<file path="config.mk">
export PLATFORM = sky130hd
export DESIGN_NAME = ooo_top
export DESIGN_NICKNAME = d
export VERILOG_FILES = /design/src/rtl/ooo_pkg.sv /design/src/rtl/rename_if.sv /design/src/rtl/rob_if.sv /design/src/rtl/rat.sv /design/src/rtl/rob.sv /design/src/rtl/ooo_ctrl.sv /design/src/rtl/ooo_top.sv
export SDC_FILE = /design/constraint.sdc
export NUM_CORES = 1
export LEC_CHECK = 0
export ABC_AREA = 0
export BUFFER_PORTS_ARGS = -buffer_cell sky130_fd_sc_hd__buf_2
export CAP_MARGIN = 20
export CORE_UTILIZATION = 50
export CTS_CLUSTER_SIZE = 20
export DETAILED_ROUTE_END_ITERATION = 16
export PLACE_DENSITY_LB_ADDON = 0.3
export SYNTH_ARGS = -nofsm -noshare
export SYNTH_HDL_FRONTEND = slang
export SYNTH_SLANG_ARGS = --single-unit
</file>
<file path="constraint.sdc">
create_clock -name clock -period 4.3 [get_ports clock]
set_input_delay 0.43 -clock clock [delete_from_list [all_inputs] [get_ports clock]]
set_output_delay 0.43 -clock clock [all_outputs]
set_load 0.05 [all_outputs]
</file>
<file path="src/rtl/ooo_pkg.sv">
package ooo_pkg;

    // register file sizes
    localparam int ARCH_REG_SZ  = 8;
    localparam int PHYS_REG_SZ  = 16;
    localparam int FREE_LIST_SZ = PHYS_REG_SZ - ARCH_REG_SZ;

    // reorder buffer depth
    localparam int ROB_SZ = 8;

    // architectural register number
    typedef logic [$clog2(ARCH_REG_SZ)-1:0] arn_t;

    // physical register number
    typedef logic [$clog2(PHYS_REG_SZ)-1:0] prn_t;

    // rob entry number
    typedef logic [$clog2(ROB_SZ)-1:0] robn_t;

    // occupancy counts, one bit wider than the index
    typedef logic [$clog2(ROB_SZ+1)-1:0]       rob_cnt_t;
    typedef logic [$clog2(FREE_LIST_SZ+1)-1:0] fl_cnt_t;

    // never renamed, always maps to prn 0
    localparam arn_t ZERO_REG = '0;

endpackage

</file>
<file path="src/rtl/rename_if.sv">
`timescale 1ns/10ps

interface rename_if import ooo_pkg::*; ();

    // dispatch side
    logic rename_valid;
    arn_t dest_arn;
    arn_t op1_arn;
    arn_t op2_arn;
    prn_t dest_prn;
    prn_t op1_prn;
    prn_t op2_prn;
    prn_t old_prn;
    logic free_empty;

    // commit side
    logic release_valid;
    prn_t release_prn;
    logic retire_valid;
    arn_t retire_arn;
    prn_t retire_prn;

    modport ctrl (
        output rename_valid, dest_arn, op1_arn, op2_arn,
        output release_valid, release_prn,
        output retire_valid, retire_arn, retire_prn,
        input  dest_prn, op1_prn, op2_prn, old_prn, free_empty
    );

    modport rat (
        input  rename_valid, dest_arn, op1_arn, op2_arn,
        input  release_valid, release_prn,
        input  retire_valid, retire_arn, retire_prn,
        output dest_prn, op1_prn, op2_prn, old_prn, free_empty
    );

endinterface

</file>
<file path="src/rtl/rob_if.sv">
`timescale 1ns/10ps

interface rob_if import ooo_pkg::*; ();

    // allocation at the tail
    logic  alloc_valid;
    arn_t  alloc_arn;
    prn_t  alloc_prn;
    prn_t  alloc_old_prn;
    robn_t tail_robn;
    logic  full;

    // head presentation and retirement
    logic head_valid;
    arn_t head_arn;
    prn_t head_prn;
    prn_t head_old_prn;
    logic retire;

    modport ctrl (
        output alloc_valid, alloc_arn, alloc_prn, alloc_old_prn, retire,
        input  tail_robn, full, head_valid, head_arn, head_prn, head_old_prn
    );

    modport rob (
        input  alloc_valid, alloc_arn, alloc_prn, alloc_old_prn, retire,
        output tail_robn, full, head_valid, head_arn, head_prn, head_old_prn
    );

endinterface

</file>
<file path="src/rtl/rat.sv">
`timescale 1ns/10ps

module rat import ooo_pkg::*; (
    input logic   clock,
    input logic   rst_n,
    rename_if.rat ren
);

    // speculative map, read at dispatch
    prn_t map_table [ARCH_REG_SZ];

    // circular free list
    prn_t                              free_list [FREE_LIST_SZ];
    logic [$clog2(FREE_LIST_SZ)-1:0]   fl_head;
    logic [$clog2(FREE_LIST_SZ)-1:0]   fl_tail;
    fl_cnt_t                           fl_cnt;

    // lookups see the map before this cycle's update
    assign ren.dest_prn   = free_list[fl_head];
    assign ren.op1_prn    = map_table[ren.op1_arn];
    assign ren.op2_prn    = map_table[ren.op2_arn];
    assign ren.old_prn    = map_table[ren.dest_arn];
    assign ren.free_empty = (fl_cnt == '0);

    // map table
    always_ff @(posedge clock) begin
        if (!rst_n) begin
            for (int i = 0; i < ARCH_REG_SZ; i++) begin
                map_table[i] <= prn_t'(i);
            end
        end else begin
            if (ren.rename_valid) begin
                map_table[ren.dest_arn] <= free_list[fl_head];
            end
        end
    end

    // free list, pop at head and push at tail
    always_ff @(posedge clock) begin
        if (!rst_n) begin
            for (int i = 0; i < FREE_LIST_SZ; i++) begin
                free_list[i] <= prn_t'(ARCH_REG_SZ + i);
            end
            fl_head <= '0;
            fl_tail <= '0;
            fl_cnt  <= fl_cnt_t'(FREE_LIST_SZ);
        end else begin
            if (ren.rename_valid) begin
                fl_head <= fl_head + 1'b1;
            end
            if (ren.release_valid) begin
                free_list[fl_tail] <= ren.release_prn;
                fl_tail            <= fl_tail + 1'b1;
            end
            case ({ren.rename_valid, ren.release_valid})
                2'b10: begin
                    fl_cnt <= fl_cnt - 1'b1;
                end
                2'b01: begin
                    fl_cnt <= fl_cnt + 1'b1;
                end
                default: begin
                    fl_cnt <= fl_cnt;
                end
            endcase
        end
    end

endmodule

</file>
<file path="src/rtl/rob.sv">
`timescale 1ns/10ps

module rob import ooo_pkg::*; (
    input logic  clock,
    input logic  rst_n,
    rob_if.rob   rb,
    input logic  complete_valid,
    input robn_t complete_robn
);

    // entry payload
    arn_t entry_arn     [ROB_SZ];
    prn_t entry_prn     [ROB_SZ];
    prn_t entry_old_prn [ROB_SZ];

    // executed flags
    logic [ROB_SZ-1:0] executed;

    robn_t    head;
    robn_t    tail;
    rob_cnt_t count;

    assign rb.tail_robn    = tail;
    assign rb.full         = (count == rob_cnt_t'(ROB_SZ));
    assign rb.head_valid   = (count != '0) && executed[head];
    assign rb.head_arn     = entry_arn[head];
    assign rb.head_prn     = entry_prn[head];
    assign rb.head_old_prn = entry_old_prn[head];

    // payload written at allocation
    always_ff @(posedge clock) begin
        if (rb.alloc_valid) begin
            entry_arn[tail]     <= rb.alloc_arn;
            entry_prn[tail]     <= rb.alloc_prn;
            entry_old_prn[tail] <= rb.alloc_old_prn;
        end
    end

    always_ff @(posedge clock) begin
        if (!rst_n) begin
            executed <= '0;
            head     <= '0;
            tail     <= '0;
            count    <= '0;
        end else begin
            if (rb.alloc_valid) begin
                executed[tail] <= 1'b0;
                tail           <= tail + 1'b1;
            end
            // completion may land on any in-flight entry
            if (complete_valid) begin
                executed[complete_robn] <= 1'b1;
            end
            if (rb.retire) begin
                head <= head + 1'b1;
            end
            case ({rb.alloc_valid, rb.retire})
                2'b10: begin
                    count <= count + 1'b1;
                end
                2'b01: begin
                    count <= count - 1'b1;
                end
                default: begin
                    count <= count;
                end
            endcase
        end
    end

endmodule

</file>
<file path="src/rtl/ooo_ctrl.sv">
`timescale 1ns/10ps

module ooo_ctrl import ooo_pkg::*; (
    input  logic     dispatch_valid,
    input  arn_t     dest_arn,
    input  arn_t     op1_arn,
    input  arn_t     op2_arn,
    rename_if.ctrl   ren,
    rob_if.ctrl      rb,
    output logic     structural_hazard,
    output logic     issue_valid,
    output prn_t     issue_dest_prn,
    output prn_t     issue_op1_prn,
    output prn_t     issue_op2_prn,
    output robn_t    issue_robn,
    output logic     commit_valid,
    output logic     commit_wr_en,
    output arn_t     commit_arn,
    output prn_t     commit_prn
);

    logic dest_nonzero;
    logic head_nonzero;

    assign dest_nonzero = (dest_arn != ZERO_REG);
    assign head_nonzero = (rb.head_arn != ZERO_REG);

    // free list only matters when a prn is needed
    assign structural_hazard = rb.full || (ren.free_empty && dest_nonzero);
    assign issue_valid       = dispatch_valid && !structural_hazard;

    assign ren.rename_valid = issue_valid && dest_nonzero;
    assign ren.dest_arn     = dest_arn;
    assign ren.op1_arn      = op1_arn;
    assign ren.op2_arn      = op2_arn;

    assign issue_dest_prn = (issue_valid && dest_nonzero) ? ren.dest_prn : '0;
    assign issue_op1_prn  = issue_valid ? ren.op1_prn : '0;
    assign issue_op2_prn  = issue_valid ? ren.op2_prn : '0;
    assign issue_robn     = issue_valid ? rb.tail_robn : '0;

    assign rb.alloc_valid   = issue_valid;
    assign rb.alloc_arn     = dest_arn;
    assign rb.alloc_prn     = issue_dest_prn;
    assign rb.alloc_old_prn = ren.old_prn;

    // in-order retirement from the rob head
    assign commit_valid = rb.head_valid;
    assign commit_wr_en = commit_valid && head_nonzero;
    assign commit_arn   = commit_valid ? rb.head_arn : '0;
    assign commit_prn   = commit_valid ? rb.head_prn : '0;
    assign rb.retire    = commit_valid;

    assign ren.release_valid = commit_wr_en;
    assign ren.release_prn   = rb.head_old_prn;
    assign ren.retire_valid  = commit_wr_en;
    assign ren.retire_arn    = rb.head_arn;
    assign ren.retire_prn    = rb.head_prn;

endmodule

</file>
<file path="src/rtl/ooo_top.sv">
`timescale 1ns/10ps

module ooo_top import ooo_pkg::*; (
    input  logic  clock,
    input  logic  rst_n,

    input  logic  dispatch_valid,
    input  arn_t  dest_arn,
    input  arn_t  op1_arn,
    input  arn_t  op2_arn,
    input  logic  complete_valid,
    input  robn_t complete_robn,

    output logic  structural_hazard,
    output logic  issue_valid,
    output prn_t  issue_dest_prn,
    output prn_t  issue_op1_prn,
    output prn_t  issue_op2_prn,
    output robn_t issue_robn,
    output logic  commit_valid,
    output logic  commit_wr_en,
    output arn_t  commit_arn,
    output prn_t  commit_prn
);

    rename_if ren_bus ();
    rob_if    rob_bus ();

    rat rat_inst (
        .clock (clock),
        .rst_n (rst_n),
        .ren   (ren_bus.rat)
    );

    // completion strobe comes straight from outside
    rob rob_inst (
        .clock          (clock),
        .rst_n          (rst_n),
        .rb             (rob_bus.rob),
        .complete_valid (complete_valid),
        .complete_robn  (complete_robn)
    );

    ooo_ctrl ctrl_inst (
        .dispatch_valid    (dispatch_valid),
        .dest_arn          (dest_arn),
        .op1_arn           (op1_arn),
        .op2_arn           (op2_arn),
        .ren               (ren_bus.ctrl),
        .rb                (rob_bus.ctrl),
        .structural_hazard (structural_hazard),
        .issue_valid       (issue_valid),
        .issue_dest_prn    (issue_dest_prn),
        .issue_op1_prn     (issue_op1_prn),
        .issue_op2_prn     (issue_op2_prn),
        .issue_robn        (issue_robn),
        .commit_valid      (commit_valid),
        .commit_wr_en      (commit_wr_en),
        .commit_arn        (commit_arn),
        .commit_prn        (commit_prn)
    );

endmodule

</file>
==> results.md <==
* Status: complete, no violations
* Grt total ovfl at 0
* Synth Cell Area at 8520 um^2
* Final setup TNS at 0 ns
* Die width at 133 um
* Crit end category: register
* Largest net degree at the start of global routing at 33
* WS Path Type: register to register
* Area of the multi-input gates at 3080 um^2
* Yosys reg bits at 186
* Clk pwr share at 37.2%
* Worst Tran Pin Value at 0.843 ns
* Die Ht at 133 um
* Drt wl/cell at 21.4 um
* Worst Skew at 0.00823 ns
* TritonCTS Buffers at 17
* Layout cells sized above 1 at 23.8%
* Port Buffer Count at 41
* Reg area at 5250 um^2
* Area Overhead vs Synth at 12.7%
* Final estimated routing congestion in global placement at 0.894
* Hpwl dp at 13200 um
* Initial cell density of the core at 51.4%
* Global-route wire length before repair at 29500 um
* Period utilization at 78.8%
* Critical path's most frequent cell: ha_1
* Avg Cell Area, Syn at 14.1 um^2
* Crit Path Max Fanout at 14
* Max_cap viols at 0
* DIE AREA at 17600 um^2
* Clk sinks at 186
* CTS tree: yes
* Drt pass-1 iters at 5
* # hold bufs at CTS at 0
* Final Max Tran Viols at 0
* Net Switching at 1.13 mW
* Synth area leader: edfxtp_1
* Design Power at 4.28 mW
* Slowest cell delay on critical path at 0.54 ns
* Fillers at 1307
* Iter 0 DRT Violations at 562
* Unrepaired setup endpoints after global routing: false
* Final antenna-violating net count at 0
* Sw frac at 26.4%
* H-tree Lvls at 4
* Hold_sp: complete_robn[0]
* Sequential-to-total area share from yosys stat at 61.6%
* Post-synth top area share at 53.6%
* Asr flop ratio synth at 0%
* Setup repair bufs after CTS at 0
* Most common cell in the netlist: edfxtp_1
* Slew headroom at 43.4%
* Rows at 47
* Top FF cell, synth: edfxtp_1
* Final setup viols at 0
* Synthesis Warnings at 0
* Power Dens Cells at 446 nW/um^2
* WP buf/inv at 2
* Vias in the first global route at 5256
* Skew-Pair Late Insertion Delay at 0.44 ns
* CP Launch Type: register
* Min-Delay Path Class: input port to register
* Worst path cell trace: buf_4 > mux4_2 > mux2i_4 > a311oi_4 > ha_1 > inv_1 > ha_1 > a21o_1 > a21oi_1 > xnor2_1 > or3_1 > nand3_1
* Via density at 5.94
* Cell variety after synth at 53
* Combinational Power Share at 13.3%
* Most frequent cells after synthesis: edfxtp_1 (152), nor2_1 (75), nand2_1 (64)
* Via count at 5237
* Fin. Hold Viols at 0
* Antenna Cells at 0
* Post-Synthesis Cells at 602
* # IOs at 42
* Fin crit period at 3.39 ns
* Leakage at 3.21 nW
* EDFF count, synth at 152
* Post-cts resize count at 0
* Root Driver: clkbuf_16
* DRC errors left at 0
* Fmax at 295 MHz
* CP top delay family: multiplexers
* Peak VDD IR at 0.340 mV
* Reg power frac at 49.5%
* Routed wire length at 18800 um
* # placed instances at 849
* Crit path max-delay cell type: mux4_2
* Max Root-Sink Buffers at 2
* Reg clk slew, reported paths at 0.07 ns
* Post-Layout Cell Count at 881
* Pint at 3.15 mW
* GRT Overall Usage at 22.8%
* Worst Path Required at 4.68 ns
* Arr. time, crit path at 3.77 ns
* Synth area leaders: edfxtp_1 (54%), mux4_2 (13%), dfxtp_1 (8.0%)
* Initial antenna violation count at 0
* Nets@finish at 675
* Total core area at 16600 um^2
## area by class of cell
type / count / area share [%]
timing repair buffer: 61 / 3.70
clock buffer: 20 / 5.10
inverter: 8 / 0.313
tap: 220 / 2.87
clock inverter: 12 / 1.33
multi-input combinational: 374 / 32.1
sequential: 186 / 54.6
## state kept, by name (all words and copies together), names as in the netlist, named ones only
name	count
rat_inst.fl_cnt	4
rat_inst.fl_head	3
rat_inst.fl_tail	3
rat_inst.free_list	32
rat_inst.map_table	32
rob_inst.count	4
rob_inst.entry_arn	24
rob_inst.entry_old_prn	32
rob_inst.entry_prn	32
rob_inst.executed	8
rob_inst.head	3
rob_inst.rb.tail_robn	3
## cells by family after synthesis
logic type	share of synthesized area (%)
compound gates	4.33
xor+xnor	1.34
fa+ha+maj	1.70
buf+inv	2.50
flops	61.6
mux	17.6
other cells	0.0440
simple gates	10.9
## power by group through the flow
stage          combinational [mW]  sequential [mW]  clock (mW)
6_report                    0.569             2.12        1.59
3_5_place_dp                0.569             2.16           0
2_1_floorplan               0.430             2.12           0
3_3_place_gp                0.554             2.15           0
5_1_grt                     0.610             2.13        1.67
4_1_cts                     0.571             2.12        1.61
## tightest hold or removal path: stages
cell and delay (ns):
buf_2 0.13, nand3_1 0.07, a21oi_1 0.05
## metrics by stage
step	area [um^2]	util (%)	setup WS, ns	hold WS, ns
2_1_floorplan	8530	-	1.25	0.440
4_1_cts	9600	57.9	0.898	0.282
3_5_place_dp	8980	54.2	0.940	0.486
3_3_place_gp	8980	54.2	1.07	0.471
5_1_grt	9600	57.9	0.680	0.312
6_report	9600	57.9	0.910	0.289
## per-layer routing
metal	wire length [um]	up-vias	GRT usage [%]
li1	-	2375	-
met4	360	0	7.60
met1	7770	2619	30.5
met3	1260	30	4.60
met2	9430	213	37.7
met5	0	-	0
## cells in the final DEF (no fill, tap or decap), types with 7 or more instances in the layout
cell	count
inv_1	7
mux4_2	49
o21ai_0	15
nand2_1	64
mux2i_1	25
dfxtp_1	34
xnor2_1	8
nand3_1	19
nor3_1	11
edfxtp_1	152
buf_4	20
nor2_1	75
clkbuf_16	19
a21oi_1	18
nor2b_1	7
ha_1	10
buf_2	41
## final timing paths
kind,endpoint,slack (ns),cells past startpoint
setup reg to reg,rat_inst.fl_cnt[3]$_SDFFE_PN1P_,0.91,12
hold reg to reg,rob_inst.executed[1]$_SDFF_PN0_,0.50,2
hold / removal,rob_inst.executed[3]$_SDFF_PN0_,0.29,3
setup / recovery,rat_inst.fl_cnt[3]$_SDFFE_PN1P_,0.91,12
(Power assumes the default switching activity.)
